[config.mk]
export PLATFORM = sky130hd
export DESIGN_NAME = mmio_uart_flat
export DESIGN_NICKNAME = d
export VERILOG_FILES = /design/src/mem_pkg.sv /design/src/mem_bus_if.sv /design/src/mmio_uart.sv /design/src/flat_wrapper.sv
export SDC_FILE = /design/constraint.sdc
export NUM_CORES = 1
export LEC_CHECK = 0
export BUFFER_PORTS_ARGS = -buffer_cell sky130_fd_sc_hd__buf_2
export CAP_MARGIN = 40
export CORE_MARGIN = 8
export CORE_UTILIZATION = 52
export DETAILED_ROUTE_END_ITERATION = 7
export GPL_TIMING_DRIVEN = 0
export PLACE_DENSITY_LB_ADDON = 0.12
export SYNTH_ARGS = -nofsm -noshare
export SYNTH_HDL_FRONTEND = slang
export SYNTH_SLANG_ARGS = --single-unit
[constraint.sdc]
create_clock -name i_clk -period 4.7 [get_ports i_clk]
set_input_delay 0.47 -clock i_clk [delete_from_list [all_inputs] [get_ports i_clk]]
set_output_delay 0.47 -clock i_clk [all_outputs]
set_load 0.02 [all_outputs]
[src/mem_pkg.sv]
`default_nettype none

package mem_pkg;

  // ==================================================
  // Word geometry
  // ==================================================
  localparam int XLEN      = 32;        // Width of a data word in bits.
  localparam int NUM_BYTES = XLEN / 8;  // Byte lanes in one word.

  // ==================================================
  // UART port at the top of the address space
  // ==================================================
  localparam logic [XLEN-1:0] MMIO_TX_ADDR = 32'hFFFF_FFFF;  // TX data in, free count out.
  localparam logic [XLEN-1:0] MMIO_RX_ADDR = 32'hFFFF_FFFE;  // Received byte out.

  // Where a decoded request goes.
  typedef enum logic [1:0] {
    REGION_MEM = 2'd0,  // Block RAM behind bram_rv.
    REGION_TX  = 2'd1,  // UART transmit FIFO and its free count.
    REGION_RX  = 2'd2   // UART receive holding register.
  } region_e;

  // Router FSM. A load parks the router until its response has transferred.
  typedef enum logic {
    RT_IDLE     = 1'b0,  // Free to accept a new request.
    RT_WAIT_RSP = 1'b1   // One load outstanding.
  } router_state_e;

endpackage

`default_nettype wire

[src/mem_bus_if.sv]
`default_nettype none

// Request and response channels between the router and one target.
interface mem_bus_if #(
  parameter int ADDR_WIDTH = 10
);
  import mem_pkg::*;

  // Request channel, router to target.
  logic                  req_valid;  // Request is present.
  logic                  req_ready;  // Target takes the request this cycle.
  logic                  req_write;  // High for a store, low for a load.
  logic [ADDR_WIDTH-1:0] req_addr;   // Word index for RAM, low byte-address bits for the UART.
  logic [XLEN-1:0]       req_wdata;  // Store data, four byte lanes.
  logic [NUM_BYTES-1:0]  req_be;     // Byte enables of a store.

  // Response channel, target to router.
  logic                  rsp_valid;  // Load data is held.
  logic                  rsp_ready;  // Router passes the response on this cycle.
  logic [XLEN-1:0]       rsp_rdata;  // Load data.

  modport initiator (
    output req_valid, req_write, req_addr, req_wdata, req_be, rsp_ready,
    input  req_ready, rsp_valid, rsp_rdata
  );

  modport target (
    input  req_valid, req_write, req_addr, req_wdata, req_be, rsp_ready,
    output req_ready, rsp_valid, rsp_rdata
  );

endinterface

`default_nettype wire

[src/mmio_uart.sv]
`default_nettype none

// Memory-mapped UART byte port: TX FIFO with free count, RX holding register.
module mmio_uart #(
  parameter int TX_DEPTH = 8
) (
  input  logic       i_clk,
  input  logic       i_rst,
  mem_bus_if.target  bus,
  output logic       o_tx_valid,  // Head byte of the FIFO is offered.
  output logic [7:0] o_tx_byte,   // Head byte.
  input  logic       i_tx_ready,  // Serializer takes the head byte.
  input  logic       i_rx_valid,  // A received byte is offered.
  input  logic [7:0] i_rx_byte,   // Received byte.
  output logic       o_rx_ready   // The holding register is empty.
);
  import mem_pkg::*;

  localparam int PTR_W = $clog2(TX_DEPTH);  // Pointers wrap on their own.
  localparam int CNT_W = PTR_W + 1;         // Counter reaches TX_DEPTH.

  // ==================================================
  // Transmit FIFO
  // ==================================================
  logic [7:0]       tx_buf [TX_DEPTH];  // Circular byte store.
  logic [PTR_W-1:0] tx_wr_ptr;          // Next slot to fill.
  logic [PTR_W-1:0] tx_rd_ptr;          // Head slot.
  logic [CNT_W-1:0] tx_count;           // Occupied entries.
  logic [CNT_W-1:0] tx_free;            // Free entries reported to software.
  logic             tx_full;
  logic             tx_push;
  logic             tx_pop;
  logic             is_tx;              // Address bit 0 picks TX, else RX.

  assign is_tx   = bus.req_addr[0];
  assign tx_full = (tx_count == CNT_W'(TX_DEPTH));
  assign tx_free = CNT_W'(TX_DEPTH) - tx_count;
  assign tx_push = bus.req_valid && bus.req_ready && bus.req_write && is_tx;
  assign tx_pop  = o_tx_valid && i_tx_ready;

  always_ff @(posedge i_clk) begin
    if (i_rst) begin
      tx_wr_ptr <= '0;
      tx_rd_ptr <= '0;
      tx_count  <= '0;
    end else begin
      if (tx_push) tx_wr_ptr <= tx_wr_ptr + 1'b1;
      if (tx_pop)  tx_rd_ptr <= tx_rd_ptr + 1'b1;
      tx_count <= tx_count + CNT_W'(tx_push) - CNT_W'(tx_pop);  // Both may happen.
    end
  end

  always_ff @(posedge i_clk) begin
    if (tx_push) begin
      tx_buf[tx_wr_ptr] <= bus.req_wdata[31:24];  // Byte from lane 3.
    end
  end

  assign o_tx_valid = (tx_count != '0);
  assign o_tx_byte  = tx_buf[tx_rd_ptr];

  // ==================================================
  // Receive holder and load responses
  // ==================================================
  logic                       rx_full;     // A byte waits for a load.
  logic [7:0]                 rx_data;
  logic                       rd_pending;  // Load accepted on the last edge.
  logic                       rsp_valid;
  logic [XLEN-1:0]            rsp_data;
  logic [NUM_BYTES-1:0][7:0]  load_lanes;  // Response word by lane.
  logic                       rsp_free;
  logic                       rd_accept;

  assign o_rx_ready = !rx_full;
  assign rsp_free   = !rd_pending && (!rsp_valid || bus.rsp_ready);
  // Stores to the RX address are dropped; RX loads wait for a byte.
  assign bus.req_ready = bus.req_write ? (!is_tx || !tx_full)
                                       : (rsp_free && (is_tx || rx_full));
  assign rd_accept  = bus.req_valid && bus.req_ready && !bus.req_write;

  always_comb begin
    load_lanes = '0;
    if (is_tx) load_lanes[3] = 8'(tx_free);  // Free count in lane 3.
    else       load_lanes[2] = rx_data;      // Received byte in lane 2.
  end

  always_ff @(posedge i_clk) begin
    if (i_rst) begin
      rx_full    <= 1'b0;
      rd_pending <= 1'b0;
      rsp_valid  <= 1'b0;
    end else begin
      if (i_rx_valid && o_rx_ready) rx_full <= 1'b1;  // Never overlaps a consume.
      else if (rd_accept && !is_tx)  rx_full <= 1'b0;  // Load takes the byte.
      rd_pending <= rd_accept;
      if (rd_pending)         rsp_valid <= 1'b1;
      else if (bus.rsp_ready) rsp_valid <= 1'b0;
    end
  end

  always_ff @(posedge i_clk) begin
    if (i_rx_valid && o_rx_ready) rx_data  <= i_rx_byte;
    if (rd_accept)                rsp_data <= load_lanes;  // Sampled on accept.
  end

  assign bus.rsp_valid = rsp_valid;
  assign bus.rsp_rdata = rsp_data;

endmodule

`default_nettype wire
[src/flat_wrapper.sv]
// flat-port wrapper written by rule: the top's interface ports become plain ports
module mmio_uart_flat import mem_pkg::*;
#(
  parameter int TX_DEPTH = 8
)
  (i_clk, i_rst, o_tx_valid, o_tx_byte, i_tx_ready, i_rx_valid, i_rx_byte, o_rx_ready, bus_req_valid, bus_req_write, bus_req_addr, bus_req_wdata, bus_req_be, bus_rsp_ready, bus_req_ready, bus_rsp_valid, bus_rsp_rdata);
  mem_bus_if bus_i ();
  input  logic i_clk;
  input  logic i_rst;
  output logic o_tx_valid;
  output logic [7:0] o_tx_byte;
  input  logic i_tx_ready;
  input  logic i_rx_valid;
  input  logic [7:0] i_rx_byte;
  output logic o_rx_ready;
  input wire logic [$bits(bus_i.req_valid)-1:0] bus_req_valid;
  input wire logic [$bits(bus_i.req_write)-1:0] bus_req_write;
  input wire logic [$bits(bus_i.req_addr)-1:0] bus_req_addr;
  input wire logic [$bits(bus_i.req_wdata)-1:0] bus_req_wdata;
  input wire logic [$bits(bus_i.req_be)-1:0] bus_req_be;
  input wire logic [$bits(bus_i.rsp_ready)-1:0] bus_rsp_ready;
  output wire logic [$bits(bus_i.req_ready)-1:0] bus_req_ready;
  output wire logic [$bits(bus_i.rsp_valid)-1:0] bus_rsp_valid;
  output wire logic [$bits(bus_i.rsp_rdata)-1:0] bus_rsp_rdata;
  assign bus_i.req_valid = bus_req_valid;
  assign bus_i.req_write = bus_req_write;
  assign bus_i.req_addr = bus_req_addr;
  assign bus_i.req_wdata = bus_req_wdata;
  assign bus_i.req_be = bus_req_be;
  assign bus_i.rsp_ready = bus_rsp_ready;
  assign bus_req_ready = bus_i.req_ready;
  assign bus_rsp_valid = bus_i.rsp_valid;
  assign bus_rsp_rdata = bus_i.rsp_rdata;
  mmio_uart #(.TX_DEPTH(TX_DEPTH)) u_core (.i_clk(i_clk), .i_rst(i_rst), .bus(bus_i), .o_tx_valid(o_tx_valid), .o_tx_byte(o_tx_byte), .i_tx_ready(i_tx_ready), .i_rx_valid(i_rx_valid), .i_rx_byte(i_rx_byte), .o_rx_ready(o_rx_ready));
endmodule
==> results.json, run 1 <==
{
  "dominantRegCellSynth": "edfxtp_1",
  "synthTopCellsByCount": "edfxtp_1 (84), buf_4 (20), nor2_1 (17)",
  "vias": 2165,
  "fin_crit_ns": 2.63,
  "netlist_instances": 250,
  "clockBufferDepth": 2,
  "crit_top_cell": "buf_2",
  "power_density_nw_per_um2": 414,
  "viasPerCell": 4.91,
  "synth_xor_area_share_pct": 0.629,
  "start_kind": "register",
  "antenna_cells": 0,
  "crit_path_end_kind": "primary output",
  "power_frac_clock_pct": 23.9,
  "chipWidth_um": 106,
  "critPathKind": "register to primary output",
  "worstPathRequired_ns": 4.23,
  "drive_gt1_share_pct": 30.4,
  "core-area_um2": 7770,
  "synth_mux_area_share_pct": 12.9,
  "crit_path_top_delay_cell": "buf_2",
  "yosysSeqAreaShare_pct": 68.0,
  "status": "finished, final reports clean",
  "finalHoldViolCount": 0,
  "synth.largest_area_cell": "edfxtp_1",
  "drt.antenna.violating_nets": 0,
  "synth_compound_area_share_pct": 2.13,
  "cpPeakStageDelay_ns": 0.36,
  "finClkSkew_ns": 0.00524,
  "arrival_ns": 2.16,
  "grt_pass1_vias": 2194,
  "antenna_found_initial": 0,
  "die_h_um": 106,
  "yosysWarningCount": 0,
  "postCtsSetupBuffers": 0,
  "syn_area_per_cell_um2": 16.7,
  "finalSetupViolCount": 0,
  "period_share_pct": 56.0,
  "synth_top_family_by_area": "multiplexers",
  "path_delay_family": "buffers and inverters",
  "combPwrFrac_pct": 24.7,
  "fin_nets": 406,
  "grt_overflow": 0,
  "path_max_fanout": 10,
  "area_delta_synth_final_pct": 16.1,
  "yosys.area.top_type_share_pct": 60.4,
  "hpwl_um": 5160,
  "fmax_mhz": 380,
  "relSlewSlack_pct": 47.6,
  "wirelength_um": 7140,
  "globalplace.congestion": 0.755,
  "rows": 32,
  "grt_max_degree": 15,
  "ir_worst_vdd_v": 0.000263,
  "drtIter0Drc": 71,
  "cts_sinks": 100,
  "ys_top_cells_by_area": "edfxtp_1 (60%), mux4_1 (9.4%), dfxtp_1 (7.7%)",
  "start_util_pct": 53.8,
  "grt_pass1_wl_um": 11200,
  "worstMarginPinSlew_ns": 0.782,
  "synth_most_common_cell": "edfxtp_1",
  "multi_input_area_um2": 1170,
  "rsz0062_at_grt": "no",
  "intPower_w": 0.00146,
  "clk_latency_ns": 0.34,
  "wl_per_cell_um": 16.2,
  "switchingPower_w": 0.000548,
  "die_area_um2": 11200,
  "synth_edf_count": 84,
  "regArea_um2": 2840,
  "io_pins": 105,
  "drv_cap": 0,
  "ys_ff_latch": 100,
  "switching_share_pct": 27.3,
  "hold_buffers": 0,
  "htree_levels": 3,
  "fin_cells": 441,
  "clkTransAtPathRegs_ns": 0.08,
  "placed_cells_incl_taps": 425,
  "hold_path_class": "primary input to register",
  "synthAdderAreaFrac_pct": 3.47,
  "tns_ns": 0,
  "p_leak_nw": 1.86,
  "drcViolationCount": 0,
  "synth_area_um2": 4180,
  "cts_buffers": 9,
  "crit_chain": "clkbuf_1, buf_2, mux4_1, mux2_2, buf_2",
  "cts_tree": "yes",
  "drt_pre_antenna_iters": 4,
  "grtUsageTotal_pct": 13.2,
  "path_buf_inv": 3,
  "synthArstFlopShare_pct": 0,
  "seqPwrFrac_pct": 51.4,
  "cts_resized": 0,
  "ys_types": 36,
  "io_buffers": 46,
  "nFillCells": 582,
  "root_buffer": "clkbuf_8",
  "synth-simple-area-share_pct": 6.83,
  "drv_slew": 0
}
sequential cells by signal, summed over array words and instances (netlist names), named ones only:
name                  cells
u_core.bus.rsp_valid      1
u_core.rd_pending         1
u_core.tx_rd_ptr          3
u_core.tx_wr_ptr          3
u_core.rx_data            8
u_core.bus.rsp_rdata     12
u_core.tx_count           4
u_core.tx_buf            64
u_core.rx_full            1
final timing paths:
path	from	end	slack [ns]	cells past startpoint
worst max register to register	u_core.tx_count[1]	u_core.tx_count[2]	2.15	10
worst max-delay path	register	o_tx_byte[1]	2.07	5
worst min-delay path	i_rx_byte[1]	u_core.rx_data[1]	0.30	1
worst min register to register	u_core.rx_data[4]	u_core.bus.rsp_rdata[20]	0.54	1
placed cells by master (no fill, tap or decap):
master     n
nor4_2     1
clkbuf_1   7
o21ai_0    2
nor3_2     1
o21a_1     1
xnor2_1    3
nand2b_1   5
o21bai_1   1
edfxtp_1  84
mux2i_1    1
nand3_1    3
dfxtp_1   16
clkinv_2   1
a21o_1     1
buf_1      1
and3_1     2
and2_1     3
fa_1       1
nand4b_1   1
a211o_1    1
mux4_1    15
clkbuf_8  11
nor2b_1   13
buf_6      1
a21oi_1    4
inv_1     11
nor3_1     4
a31o_2     1
ha_1      10
conb_1    20
nand2_1    6
mux4_2     1
o41a_1     1
a21boi_1   1
nor2_1    17
buf_2     47
buf_12     1
mux2_2    10
clkinv_1   1
buf_4     28
per-layer routing:
metal,track usage (%),up-vias,routed length [um],part of all wire [%]
met4,6.33,0,110,1.5
met1,16.4,1024,3260,46
met5,0,-,0,0
met2,20.9,64,3380,47
li1,-,1069,-,-
met3,3.90,8,388,5.4
power by group through the flow:
stage	clock network [W]	logic (W)	registers [W]
final	0.000480	0.000495	0.00103
after global routing	0.000522	0.000548	0.00104
after CTS	0.000491	0.000503	0.00103
after detailed placement	0	0.000497	0.00105
after global placement	0	0.000490	0.00105
after floorplan	0	0.000368	0.00105
cell type report:
type,instances,share of cell area (%)
sequential,100,58.6
inverter,11,0.851
timing repair buffer,54,5.99
clock inverter,2,0.181
buffer,28,4.23
multi-input combinational,130,24.1
tap,102,2.63
clock buffer,14,3.35
metrics by stage:
stage | hold WS [ns] | setup WS (ns) | total power, W | utilization, % | instance area (um2)
finish | 0.296 | 2.07 | 0.00201 | 62.4 | 4850
global route | 0.273 | 1.92 | 0.00211 | 62.4 | 4850
global placement | 0.513 | 1.66 | 0.00154 | 59.3 | 4610
CTS | 0.280 | 2.03 | 0.00203 | 62.4 | 4850
floorplan | 0.492 | 2.49 | 0.00142 | - | 4250
detailed placement | 0.524 | 2.15 | 0.00155 | 60.2 | 4680
cells by family (layout without fill, tap and decap cells):
kind of cell,Yosys count,count (layout)
DFF,100,100
and+or+nand+nor,56,56
buffers and inverters,39,109
muxes,27,27
AOI/OAI and AO/OA,13,13
adders and majority gates,11,11
xor gates and xnor gates,3,3
other,1,20
No activity file was read; power rests on OpenSTA's default activity.
==> run 2: changes to the inputs <==
Settings changed: CORE_UTILIZATION 52 to 48.
Clock period 4.7 ns to 2.25 ns, I/O delays scaled along.
==> run 2 against run 1 <==
Compared with the run above: sequential share of layout area fell by 2.2 points; cell count rose by 2.5%; power rose by 130%; global-route usage fell by 0.23 points; sequential cell count did not move; clock skew barely moved; design area rose by 3.9%; combinational power rose by 130%.
==> results.json, run 2 (same netlist as run 1, synthesis figures left out) <==
{
  "placed_area_um2": 4690,
  "start_kind": "register",
  "final_util_pct": 58.7,
  "power.total_w": 0.00467,
  "antenna_cells": 0,
  "core-area_um2": 8590,
  "mostFrequentLayoutCell": "edfxtp_1",
  "viasPerCell": 4.88,
  "grt_pass1_vias": 2313,
  "regMostFlops": "u_core.tx_buf",
  "final_cell_mix": "edfxtp_1 (84), buf_2 (47), buf_4 (33)",
  "fin_cells": 452,
  "drv_cap": 0,
  "status": "finished, final reports clean",
  "drtIter0Drc": 98,
  "relSlewSlack_pct": 46.2,
  "cts_sinks": 100,
  "io_pins": 105,
  "cts_buffers": 9,
  "fin_nets": 411,
  "htree_levels": 3,
  "arrival_ns": 1.93,
  "fin_crit_ns": 2.16,
  "root_buffer": "clkbuf_8",
  "place_ws_ns": -0.274,
  "p_leak_nw": 1.95,
  "period_share_pct": 95.8,
  "rows": 34,
  "worstMarginPinSlew_ns": 0.803,
  "layout_setup_ws_ns": 0.0950,
  "drv_slew": 0,
  "rsz0062_at_grt": "no",
  "clockBufferDepth": 2,
  "wirelength_um": 7360,
  "area_delta_synth_final_pct": 20.7,
  "crit_path_end_kind": "primary output",
  "clk_latency_ns": 0.35,
  "power_density_nw_per_um2": 926,
  "die_h_um": 109,
  "drive_gt1_share_pct": 35.8,
  "drcViolationCount": 0,
  "io_buffers": 46,
  "drt_pre_antenna_iters": 4,
  "antenna_found_initial": 0,
  "globalplace.congestion": 0.710,
  "path_max_fanout": 6,
  "clkTransAtPathRegs_ns": 0.09,
  "finalHoldViolCount": 0,
  "finClkSkew_ns": 0.00565,
  "finalSetupViolCount": 0,
  "worstPathRequired_ns": 2.03,
  "start_util_pct": 48.6,
  "ir_worst_vdd_v": 0.000592,
  "grt_overflow": 0,
  "grt_max_degree": 18,
  "fmax_mhz": 464,
  "largest_reg_flops": 64,
  "critPathKind": "register to primary output",
  "hold_path_class": "primary input to register",
  "stdcell_area_um2": 5040,
  "grtUsageTotal_pct": 13.0,
  "chipWidth_um": 109,
  "vias": 2205,
  "hpwl_um": 5230,
  "die_area_um2": 11900,
  "placed_cells_incl_taps": 431,
  "wl_per_cell_um": 16.3,
  "cts_tree": "yes",
  "grt_pass1_wl_um": 11500,
  "drt.antenna.violating_nets": 0
}
[run 2: area by class of cell]
type                    instances  area [um2]
fillers                       690        3550
well taps                     108         135
repair buffers                 60         350
clock buffers                  11         141
clock inverters                 5         108
multi-input cells             130        1210
flip-flops and latches        100        2850
inverters                      11        41.3
plain buffers                  27         204
[run 2: repair_timing]
action	CTS	global route
setup endpoints to repair	36	39
cloned	0	1
hold buffers	0	0
gates resized for setup	8	6
buffers inserted	5	0
pin swaps	1	1
[run 2: power breakdown]
group | leakage [nW] | switching (W) | total [W] | internal, W
sequential | 0.899 | 0.0000488 | 0.00216 | 0.00211
combinational | 0.927 | 0.000587 | 0.00114 | 0.000551
clock | 0.125 | 0.000594 | 0.00137 | 0.000778
[run 2: stage by stage]
step	setup TNS, ns	hold slack (ns)
3_5_place_dp	-3.44	0.403
4_1_cts	0	0.0182
5_1_grt	0	0.00692
3_3_place_gp	-21.15	0.403
2_1_floorplan	0	0.324
6_report	0	0.0373
[run 2: final timing paths]
kind         slack [ns]                 end                 from  cells after the start
max                0.09        o_tx_byte[1]             register                      5
min                0.04   u_core.rx_data[2]         i_rx_byte[2]                      1
max reg2reg        0.18  u_core.tx_count[2]   u_core.tx_count[2]                     10
min reg2reg        0.54            register  u_core.tx_rd_ptr[1]                      2
[run 2: worst max-delay path, cell delays in order (launching register included)]
cell and delay (ns):
dfxtp_2 0.33, buf_6 0.13, buf_12 0.13, mux4_1 0.54, mux2_2 0.29, buf_2 0.17
[run 2: routing by layer]
metal | GRT usage [%] | vias up | routed length (um)
met1 | 15.6 | 1056 | 3240
met2 | 21.2 | 58 | 3620
li1 | - | 1076 | -
met5 | 0 | - | 0
met4 | 6.27 | 0 | 153
met3 | 3.63 | 15 | 345
