[config.mk]
export PLATFORM = sky130hd
export DESIGN_NAME = mem_router_flat
export DESIGN_NICKNAME = d
export VERILOG_FILES = /design/src/mem_pkg.sv /design/src/mem_bus_if.sv /design/src/mem_router.sv /design/src/flat_wrapper.sv
export SDC_FILE = /design/constraint.sdc
export NUM_CORES = 1
export LEC_CHECK = 0
export BUFFER_PORTS_ARGS = -buffer_cell sky130_fd_sc_hd__clkbuf_2
export CORE_AREA = 5 5 104 106
export CTS_CLUSTER_DIAMETER = 80
export DETAILED_ROUTE_END_ITERATION = 12
export DIE_AREA = 0 0 109 111
export GPL_TIMING_DRIVEN = 1
export SKIP_LAST_GASP = 1
export SLEW_MARGIN = 20
export SYNTH_ARGS = -nofsm -noshare
export SYNTH_HDL_FRONTEND = slang
export SYNTH_SLANG_ARGS = --single-unit
[constraint.sdc]
create_clock -name i_clk -period 3.4 [get_ports i_clk]
set_input_delay 0.51 -clock i_clk [delete_from_list [all_inputs] [get_ports i_clk]]
set_output_delay 0.51 -clock i_clk [all_outputs]
set_load 0.02 [all_outputs]
[src/mem_pkg.sv]
`default_nettype none

package mem_pkg;

  // ==================================================
  // Word geometry
  // ==================================================
  localparam int XLEN      = 32;        // Width of a data word in bits.
  localparam int NUM_BYTES = XLEN / 8;  // Byte lanes in one word.

  // ==================================================
  // UART port at the top of the address space
  // ==================================================
  localparam logic [XLEN-1:0] MMIO_TX_ADDR = 32'hFFFF_FFFF;  // TX data in, free count out.
  localparam logic [XLEN-1:0] MMIO_RX_ADDR = 32'hFFFF_FFFE;  // Received byte out.

  // Where a decoded request goes.
  typedef enum logic [1:0] {
    REGION_MEM = 2'd0,  // Block RAM behind bram_rv.
    REGION_TX  = 2'd1,  // UART transmit FIFO and its free count.
    REGION_RX  = 2'd2   // UART receive holding register.
  } region_e;

  // Router FSM. A load parks the router until its response has transferred.
  typedef enum logic {
    RT_IDLE     = 1'b0,  // Free to accept a new request.
    RT_WAIT_RSP = 1'b1   // One load outstanding.
  } router_state_e;

endpackage

`default_nettype wire

[src/mem_bus_if.sv]
`default_nettype none

// Request and response channels between the router and one target.
interface mem_bus_if #(
  parameter int ADDR_WIDTH = 10
);
  import mem_pkg::*;

  // Request channel, router to target.
  logic                  req_valid;  // Request is present.
  logic                  req_ready;  // Target takes the request this cycle.
  logic                  req_write;  // High for a store, low for a load.
  logic [ADDR_WIDTH-1:0] req_addr;   // Word index for RAM, low byte-address bits for the UART.
  logic [XLEN-1:0]       req_wdata;  // Store data, four byte lanes.
  logic [NUM_BYTES-1:0]  req_be;     // Byte enables of a store.

  // Response channel, target to router.
  logic                  rsp_valid;  // Load data is held.
  logic                  rsp_ready;  // Router passes the response on this cycle.
  logic [XLEN-1:0]       rsp_rdata;  // Load data.

  modport initiator (
    output req_valid, req_write, req_addr, req_wdata, req_be, rsp_ready,
    input  req_ready, rsp_valid, rsp_rdata
  );

  modport target (
    input  req_valid, req_write, req_addr, req_wdata, req_be, rsp_ready,
    output req_ready, rsp_valid, rsp_rdata
  );

endinterface

`default_nettype wire

[src/mem_router.sv]
`default_nettype none

// Decodes each request to RAM or UART and keeps responses in order.
module mem_router #(
  parameter int ADDR_WIDTH = 10
) (
  input  logic                      i_clk,
  input  logic                      i_rst,
  input  logic                      i_req_valid,
  input  logic                      i_req_write,
  input  logic [mem_pkg::XLEN-1:0]      i_req_addr,   // Byte address.
  input  logic [mem_pkg::XLEN-1:0]      i_req_wdata,
  input  logic [mem_pkg::NUM_BYTES-1:0] i_req_be,
  output logic                      o_req_ready,
  output logic                      o_rsp_valid,
  output logic [mem_pkg::XLEN-1:0]      o_rsp_rdata,
  input  logic                      i_rsp_ready,
  mem_bus_if.initiator              mem_if,       // To bram_rv.
  mem_bus_if.initiator              io_if         // To mmio_uart.
);
  import mem_pkg::*;

  // ==================================================
  // Address decode
  // ==================================================
  region_e       region;      // Target of the request on the port.
  region_e       rsp_region;  // Target of the outstanding load.
  router_state_e state;
  logic          idle;
  logic          to_mem;

  always_comb begin
    if (i_req_addr == MMIO_TX_ADDR)      region = REGION_TX;
    else if (i_req_addr == MMIO_RX_ADDR) region = REGION_RX;
    else                                 region = REGION_MEM;  // Upper bits alias.
  end

  assign idle   = (state == RT_IDLE);
  assign to_mem = (region == REGION_MEM);

  // Fields go to both targets; only valid is steered.
  assign mem_if.req_valid = i_req_valid && idle && to_mem;
  assign mem_if.req_write = i_req_write;
  assign mem_if.req_addr  = i_req_addr[ADDR_WIDTH+1:2];  // Word index.
  assign mem_if.req_wdata = i_req_wdata;
  assign mem_if.req_be    = i_req_be;
  assign io_if.req_valid  = i_req_valid && idle && !to_mem;
  assign io_if.req_write  = i_req_write;
  assign io_if.req_addr   = i_req_addr[ADDR_WIDTH-1:0];  // Bit 0 tells TX from RX.
  assign io_if.req_wdata  = i_req_wdata;
  assign io_if.req_be     = i_req_be;

  assign o_req_ready = idle && (to_mem ? mem_if.req_ready : io_if.req_ready);

  // ==================================================
  // Response steering
  // ==================================================
  assign o_rsp_valid = !idle && ((rsp_region == REGION_MEM) ? mem_if.rsp_valid
                                                           : io_if.rsp_valid);
  assign o_rsp_rdata = (rsp_region == REGION_MEM) ? mem_if.rsp_rdata : io_if.rsp_rdata;
  assign mem_if.rsp_ready = i_rsp_ready && !idle && (rsp_region == REGION_MEM);
  assign io_if.rsp_ready  = i_rsp_ready && !idle && (rsp_region != REGION_MEM);

  always_ff @(posedge i_clk) begin
    if (i_rst) begin
      state      <= RT_IDLE;
      rsp_region <= REGION_MEM;
    end else begin
      case (state)
        RT_IDLE: begin
          if (i_req_valid && o_req_ready && !i_req_write) begin
            state      <= RT_WAIT_RSP;  // Load accepted.
            rsp_region <= region;       // Remember who answers.
          end
        end
        RT_WAIT_RSP: begin
          if (o_rsp_valid && i_rsp_ready) state <= RT_IDLE;  // Response left.
        end
        default: state <= RT_IDLE;
      endcase
    end
  end

endmodule

`default_nettype wire

[src/flat_wrapper.sv]
// flat-port wrapper written by rule: the top's interface ports become plain ports
module mem_router_flat import mem_pkg::*;
#(
  parameter int ADDR_WIDTH = 10
)
  (i_clk, i_rst, i_req_valid, i_req_write, i_req_addr, i_req_wdata, i_req_be, o_req_ready, o_rsp_valid, o_rsp_rdata, i_rsp_ready, mem_if_req_valid, mem_if_req_write, mem_if_req_addr, mem_if_req_wdata, mem_if_req_be, mem_if_rsp_ready, mem_if_req_ready, mem_if_rsp_valid, mem_if_rsp_rdata, io_if_req_valid, io_if_req_write, io_if_req_addr, io_if_req_wdata, io_if_req_be, io_if_rsp_ready, io_if_req_ready, io_if_rsp_valid, io_if_rsp_rdata);
  mem_bus_if #(.ADDR_WIDTH(ADDR_WIDTH)) mem_if_i ();
  mem_bus_if #(.ADDR_WIDTH(ADDR_WIDTH)) io_if_i ();
  input  logic i_clk;
  input  logic i_rst;
  input  logic i_req_valid;
  input  logic i_req_write;
  input  logic [mem_pkg::XLEN-1:0] i_req_addr;
  input  logic [mem_pkg::XLEN-1:0] i_req_wdata;
  input  logic [mem_pkg::NUM_BYTES-1:0] i_req_be;
  output logic o_req_ready;
  output logic o_rsp_valid;
  output logic [mem_pkg::XLEN-1:0] o_rsp_rdata;
  input  logic i_rsp_ready;
  output wire logic [$bits(mem_if_i.req_valid)-1:0] mem_if_req_valid;
  output wire logic [$bits(mem_if_i.req_write)-1:0] mem_if_req_write;
  output wire logic [$bits(mem_if_i.req_addr)-1:0] mem_if_req_addr;
  output wire logic [$bits(mem_if_i.req_wdata)-1:0] mem_if_req_wdata;
  output wire logic [$bits(mem_if_i.req_be)-1:0] mem_if_req_be;
  output wire logic [$bits(mem_if_i.rsp_ready)-1:0] mem_if_rsp_ready;
  input wire logic [$bits(mem_if_i.req_ready)-1:0] mem_if_req_ready;
  input wire logic [$bits(mem_if_i.rsp_valid)-1:0] mem_if_rsp_valid;
  input wire logic [$bits(mem_if_i.rsp_rdata)-1:0] mem_if_rsp_rdata;
  output wire logic [$bits(io_if_i.req_valid)-1:0] io_if_req_valid;
  output wire logic [$bits(io_if_i.req_write)-1:0] io_if_req_write;
  output wire logic [$bits(io_if_i.req_addr)-1:0] io_if_req_addr;
  output wire logic [$bits(io_if_i.req_wdata)-1:0] io_if_req_wdata;
  output wire logic [$bits(io_if_i.req_be)-1:0] io_if_req_be;
  output wire logic [$bits(io_if_i.rsp_ready)-1:0] io_if_rsp_ready;
  input wire logic [$bits(io_if_i.req_ready)-1:0] io_if_req_ready;
  input wire logic [$bits(io_if_i.rsp_valid)-1:0] io_if_rsp_valid;
  input wire logic [$bits(io_if_i.rsp_rdata)-1:0] io_if_rsp_rdata;
  assign mem_if_req_valid = mem_if_i.req_valid;
  assign mem_if_req_write = mem_if_i.req_write;
  assign mem_if_req_addr = mem_if_i.req_addr;
  assign mem_if_req_wdata = mem_if_i.req_wdata;
  assign mem_if_req_be = mem_if_i.req_be;
  assign mem_if_rsp_ready = mem_if_i.rsp_ready;
  assign mem_if_i.req_ready = mem_if_req_ready;
  assign mem_if_i.rsp_valid = mem_if_rsp_valid;
  assign mem_if_i.rsp_rdata = mem_if_rsp_rdata;
  assign io_if_req_valid = io_if_i.req_valid;
  assign io_if_req_write = io_if_i.req_write;
  assign io_if_req_addr = io_if_i.req_addr;
  assign io_if_req_wdata = io_if_i.req_wdata;
  assign io_if_req_be = io_if_i.req_be;
  assign io_if_rsp_ready = io_if_i.rsp_ready;
  assign io_if_i.req_ready = io_if_req_ready;
  assign io_if_i.rsp_valid = io_if_rsp_valid;
  assign io_if_i.rsp_rdata = io_if_rsp_rdata;
  mem_router #(.ADDR_WIDTH(ADDR_WIDTH)) u_core (.i_clk(i_clk), .i_rst(i_rst), .i_req_valid(i_req_valid), .i_req_write(i_req_write), .i_req_addr(i_req_addr), .i_req_wdata(i_req_wdata), .i_req_be(i_req_be), .o_req_ready(o_req_ready), .o_rsp_valid(o_rsp_valid), .o_rsp_rdata(o_rsp_rdata), .i_rsp_ready(i_rsp_ready), .mem_if(mem_if_i), .io_if(io_if_i));
endmodule
==> flow_summary.toml, run 1 <==
[worst_hold_path]
hold_path_class = "in -> reg"
hold_path_depth = 2
min_to = "u_core.state$_SDFF_PP0_"
min_from = "i_rst"

[worst_setup_path]
required_ps = 2890
critical_path_buf_inv_count = 1
reg2reg_slack_ps = 1530
crit_type = "reg -> out"
slowest_delay_ps = 720
rr_startpoint = "u_core.rsp_region[0]$_SDFFE_PP0P_"
crit_fanout = 34
cp-start-kind = "register"
worstPathCellList = "nor2_4 > mux2_2 > clkbuf_2"
critPathSlowestCell = "nor2_4"
rr_worst_depth = 4
path_delay_family = "simple AND/OR/NAND/NOR gates"
end_kind = "primary output"
worstPathArrival_ps = 1910
timing.rr.end = "u_core.state$_SDFF_PP0_"

[layout]
layout_common_cells = "clkbuf_2, mux2_2, nand4_1, a21oi_1"
final_layout_size_suffix_gt1_frac = 0.8286
area_growth_pct = 23.43
layout_commonest_cell = "clkbuf_2"
postLayoutCoreUtil = 0.1776
nets = 387
n_antenna_cell = 0

[synth]
ys_seq_elements = 3
synth_cell_type_count = 22
syn_area_sq_mm = 0.001394
yosysWarnings = 0
yosys-top-cells-area = "buf_4, mux2_2, dfxtp_1"
yosysSeqAreaShare = 0.04309
synth_nets = 314
netlist.area_leader.share = 0.5063
synthCells = 173
synth_area_leader_cell = "buf_4"
avgSynthCellArea_sq_um = 8.057

[detailed_routing]
drc = 0
viasPerCell = 3.553
firstDrtPassIters = 4
wl_per_cell_um = 13.11
postRouteAntennaNets = 0
routed_wl_um = 4956
num_vias = 1343
drtIter0Drc = 14

[power]
p_leak_nw = 0.9369
vdd_drop_max_mv = 0.05013
powerDensity_mw_per_mm2 = 181.8

[cts]
clkSlewWorstSetupHoldPaths_ps = 30
clock-root-buffer = "clkbuf_8"
postCtsSetupBuffers = 0
clock_path_buffers = 2
cts_tree = "yes"
postCtsHoldBufs = 0
cts.sinks = 3
cts.htree.levels = 1
cts_buffers = 3
clk_latency_ps = 210
cts-resized-gates = 0

[floorplanning]
die-width_um = 109
die_area_sq_mm = 0.01210
die_h_um = 111
core_sq_mm = 0.009684
initial_core_util = 0.1439
io_pins = 273
rows = 36

[global_route]
grt_pass1_vias = 1351
grt_pass1_wl_um = 6886
grt_usage = 0.07240
antenna_found_initial = 0
grt-ovfl-total = 0
grt_max_degree = 35

[place]
io_buffers = 164
dp_hpwl_um = 4596
gp_congestion = 0.6697

[timing]
min_period_ps = 2419
fin_crit_sh = 0.7116
hold_viol_final = 0
fmax_mhz = 413.3
slew_headroom = 0.3973
clock_skew_ps = 0.03186
finalSetupViolCount = 0
tightestPinTransition_ps = 902.0
drv_slew = 0
rsz0062_at_grt = "false"
setup_tns_ps = 0

[outcome]
outcome = "finished, final reports clean"

[run]
max_cap_violations = 0
-- routing by layer --
metal | vias up | share of wire | wire, um | GRT usage
met5 | - | 0 | 0 | 0
met4 | 0 | 0.018 | 89 | 0.02441
met3 | 17 | 0.13 | 621 | 0.03145
met2 | 87 | 0.52 | 2600 | 0.1302
met1 | 589 | 0.33 | 1644 | 0.07323
li1 | 650 | - | - | -
-- cell usage after synthesis --
library cell / instances
buf_4: 94
mux2_2: 32
nand3_1: 3
o21ai_1: 2
or4_4: 2
dfxtp_1: 3
inv_1: 1
a211o_1: 1
buf_2: 3
a21oi_1: 4
o21ai_0: 3
nor2b_1: 3
nand2b_1: 2
nor4bb_1: 2
nand2_1: 2
a31oi_1: 1
nor4_1: 2
nor2_1: 2
mux2i_1: 1
nand4_1: 7
nor3_1: 2
o2111ai_1: 1
-- layout make-up --
type | instances | area (sq um)
Clock buffer | 4 | 45.04
Timing Repair Buffer | 165 | 828.3
Tap cell | 133 | 166.4
Sequential cell | 3 | 60.06
Inverter | 1 | 3.754
Fill cell | 1090 | 7964
Multi-Input combinational cell | 72 | 616.8
-- flip-flops by register name (all words and copies together), names as in the netlist --
register           count
u_core.rsp_region      2
u_core.state           1
-- stage by stage --
| stage | worst slack (ps) | total power, W | hold WS (ps) | area [sq um] | std cells |
|---|---|---|---|---|---|
| detailed placement | 1129 | 0.0002124 | 680.2 | 1675 | 374 |
| global placement | 1130 | 0.0002102 | 673.1 | 1675 | 374 |
| CTS | 956.6 | 0.0003183 | 494.5 | 1720 | 378 |
| floorplan | 1185 | 0.0002554 | 516.6 | 1394 | 173 |
| finish | 980.6 | 0.0003127 | 496.1 | 1720 | 378 |
| global route | 828.6 | 0.0003329 | 501.9 | 1720 | 378 |
-- logic make-up after synthesis --
kind of cell / synth area share
AO/OA/AOI/OAI: 0.04937
flip-flops: 0.04309
multiplexers: 0.2657
AND/OR/NAND/NOR: 0.1221
buffers and inverters: 0.5197
-- how the worst max path moves through the flow --
stage	start	cells after the start	end	slack (ps)
2_1_floorplan	i_req_addr[3]	3	io_if_req_valid	1190
3_3_place_gp	i_req_addr[2]	6	o_req_ready	1130
3_5_place_dp	i_req_addr[2]	6	o_req_ready	1130
4_1_cts	u_core.rsp_region[0]$_SDFFE_PP0P_	3	o_rsp_rdata[0]	960
5_1_grt	u_core.rsp_region[0]$_SDFFE_PP0P_	4	o_rsp_valid	830
6_report	u_core.rsp_region[0]$_SDFFE_PP0P_	3	o_rsp_rdata[0]	980
-- power breakdown --
group / total [W] / leakage [nW] / switching (W) / internal [W]
Sequential: 0.0000371 / 0.0243 / 0.00000108 / 0.0000360
Clock: 0.000102 / 0.0228 / 0.0000225 / 0.0000799
Combinational: 0.000173 / 0.890 / 0.0000906 / 0.0000826
Total: 0.000313 / 0.937 / 0.000114 / 0.000198
Note: power is estimated with default switching activity, not from simulation.
==> run 2: changes to the inputs <==
--- a/config.mk
+++ b/config.mk
@@ -6,10 +6,10 @@
 export NUM_CORES = 1
 export LEC_CHECK = 0
 export BUFFER_PORTS_ARGS = -buffer_cell sky130_fd_sc_hd__clkbuf_2
-export CORE_AREA = 5 5 104 106
+export CORE_AREA = 5 5 102 104
 export CTS_CLUSTER_DIAMETER = 80
 export DETAILED_ROUTE_END_ITERATION = 12
-export DIE_AREA = 0 0 109 111
+export DIE_AREA = 0 0 107 109
 export GPL_TIMING_DRIVEN = 1
 export SKIP_LAST_GASP = 1
 export SLEW_MARGIN = 20
==> constraint.sdc (replaced) <==
create_clock -name i_clk -period 2 [get_ports i_clk]
set_input_delay 0.3 -clock i_clk [delete_from_list [all_inputs] [get_ports i_clk]]
set_output_delay 0.3 -clock i_clk [all_outputs]
set_load 0.02 [all_outputs]
==> flow_summary.toml, run 2 (synthesis gave the netlist of run 1 again) <==
[power]
p_leak_nw = 0.9572
totalPowerFinal_w = 0.0005350
powerDensity_mw_per_mm2 = 308.9
vdd_drop_max_mv = 0.1304

[worst_setup_path]
path_delay_family = "simple AND/OR/NAND/NOR gates"
crit_fanout = 6
cp-start-kind = "input port"
reg2reg_slack_ps = 420
startpoint = "i_req_addr[3]"
end_kind = "primary output"
worstPathArrival_ps = 1530
critPathSlowestCell = "or4_4"
worstPathCellList = "clkbuf_2 > nand4_1 > or4_4 > o21ai_0 > a21oi_1 > clkbuf_2"
crit_type = "in -> out"
required_ps = 1700
timing.rr.end = "u_core.rsp_region[0]$_SDFFE_PP0P_"
rr_worst_depth = 4
cpMostUsedCell = "clkbuf_2"
slowest_delay_ps = 590
rr_startpoint = "u_core.state$_SDFF_PP0_"
critical_path_buf_inv_count = 2

[layout]
largest_reg_flops = 2
layout_commonest_cell = "clkbuf_2"
nFillCells = 1068
area_growth_pct = 24.24
nets = 390
final_layout_size_suffix_gt1_frac = 0.8306
reg_top3 = "u_core.rsp_region x2, u_core.state x1"
n_antenna_cell = 0
regMostFlops = "u_core.rsp_region"
layout_common_cells = "clkbuf_2, mux2_2, nand4_1, a21oi_1"

[cts]
clk_latency_ps = 220
clkSlewWorstSetupHoldPaths_ps = 30
cts.htree.levels = 1
postCtsHoldBufs = 0
cts_tree = "yes"
cts_buffers = 3
clock-root-buffer = "clkbuf_8"
cts-resized-gates = 0
postCtsSetupBuffers = 0
cts.sinks = 3
clock_path_buffers = 2

[floorplanning]
io_pins = 273
rows = 36
core_sq_mm = 0.009459
die-width_um = 107
die_h_um = 109
initial_core_util = 0.1474
die_area_sq_mm = 0.01166

[timing]
min_period_ps = 1834
finalSetupViolCount = 0
clock_skew_ps = 2.294
fmax_mhz = 545.1
slew_headroom = 0.6078
setup_tns_ps = 0
tightestPinTransition_ps = 580.5
fin_ws_ps = 165.6
hold_viol_final = 0
fin_crit_sh = 0.9172
rsz0062_at_grt = "false"
drv_slew = 0

[detailed_routing]
postRouteAntennaNets = 0
drc = 0
drtIter0Drc = 29
wl_per_cell_um = 13.70
num_vias = 1336
firstDrtPassIters = 4
viasPerCell = 3.691
routed_wl_um = 4961

[global_route]
grt_max_degree = 25
antenna_found_initial = 0
grt_pass1_vias = 1307
grt_usage = 0.07311
grt_pass1_wl_um = 6596
grt-ovfl-total = 0

[place]
pre_cts_slack_ps = 162.3
dp_hpwl_um = 4578
gp_congestion = 0.6506
io_buffers = 164

[worst_hold_path]
hold_path_depth = 2
hold_path_class = "in -> reg"
min_to = "u_core.rsp_region[0]$_SDFFE_PP0P_"
min_from = "i_rst"

[outcome]
outcome = "finished, final reports clean"

[run]
max_cap_violations = 0
==> run 2: changes by cell type in the layout (fill, tap and decap cells not counted) <==
cell    change
buf_12      +1
buf_4       +2
==> run 2: final cells by class <==
| type | count | area [sq um] | share of cell area |
|---|---|---|---|
| repair buffers | 168 | 863.3 | 0.4986 |
| multi-input cells | 72 | 616.8 | 0.3562 |
| well taps | 114 | 142.6 | 0.08237 |
| flip-flops and latches | 3 | 60.06 | 0.03468 |
| clock buffers | 4 | 45.04 | 0.02601 |
| inverters | 1 | 3.754 | 0.002168 |
==> run 2: worst max-delay path by stage <==
stage / to / slack [ps] / depth (start not counted)
after detailed placement: o_req_ready / 160 / 6
after global routing: o_req_ready / 70 / 6
after global placement: o_req_ready / 170 / 6
final: o_req_ready / 170 / 6
after CTS: o_req_ready / 150 / 6
after floorplan: io_if_req_valid / 210 / 3
==> run 2: worst reg2reg max path: stages (launching register included) <==
cell and delay, ps:
dfxtp_1 370, nor4bb_1 570, nand2_1 170, a211o_1 280, a21oi_1 120
==> run 2: per-stage QoR <==
| stage | instance area (sq um) | std cells | hold WS (ps) | util |
|---|---|---|---|---|
| floorplan | 1394 | 173 | 369.1 | - |
| global placement | 1687 | 358 | 500.3 | 0.1783 |
| detailed placement | 1687 | 358 | 510.9 | 0.1783 |
| CTS | 1732 | 362 | 287.7 | 0.1831 |
| global route | 1732 | 362 | 295.6 | 0.1831 |
| finish | 1732 | 362 | 296.1 | 0.1831 |
==> run 2: power breakdown <==
part           leakage [nW]  internal, W  switching, W
Clock                0.0228     0.000136     0.0000428
Combinational         0.910     0.000140      0.000152
Sequential           0.0243    0.0000612    0.00000198
==> run 2: routing by layer <==
metal  track usage  wire (um)  vias to the layer above
met4       0.03470        109                        0
met2        0.1187       2563                       86
met1       0.07791       1664                      574
met3       0.03967        624                       18
li1              -          -                      658
met5             0          0                        -
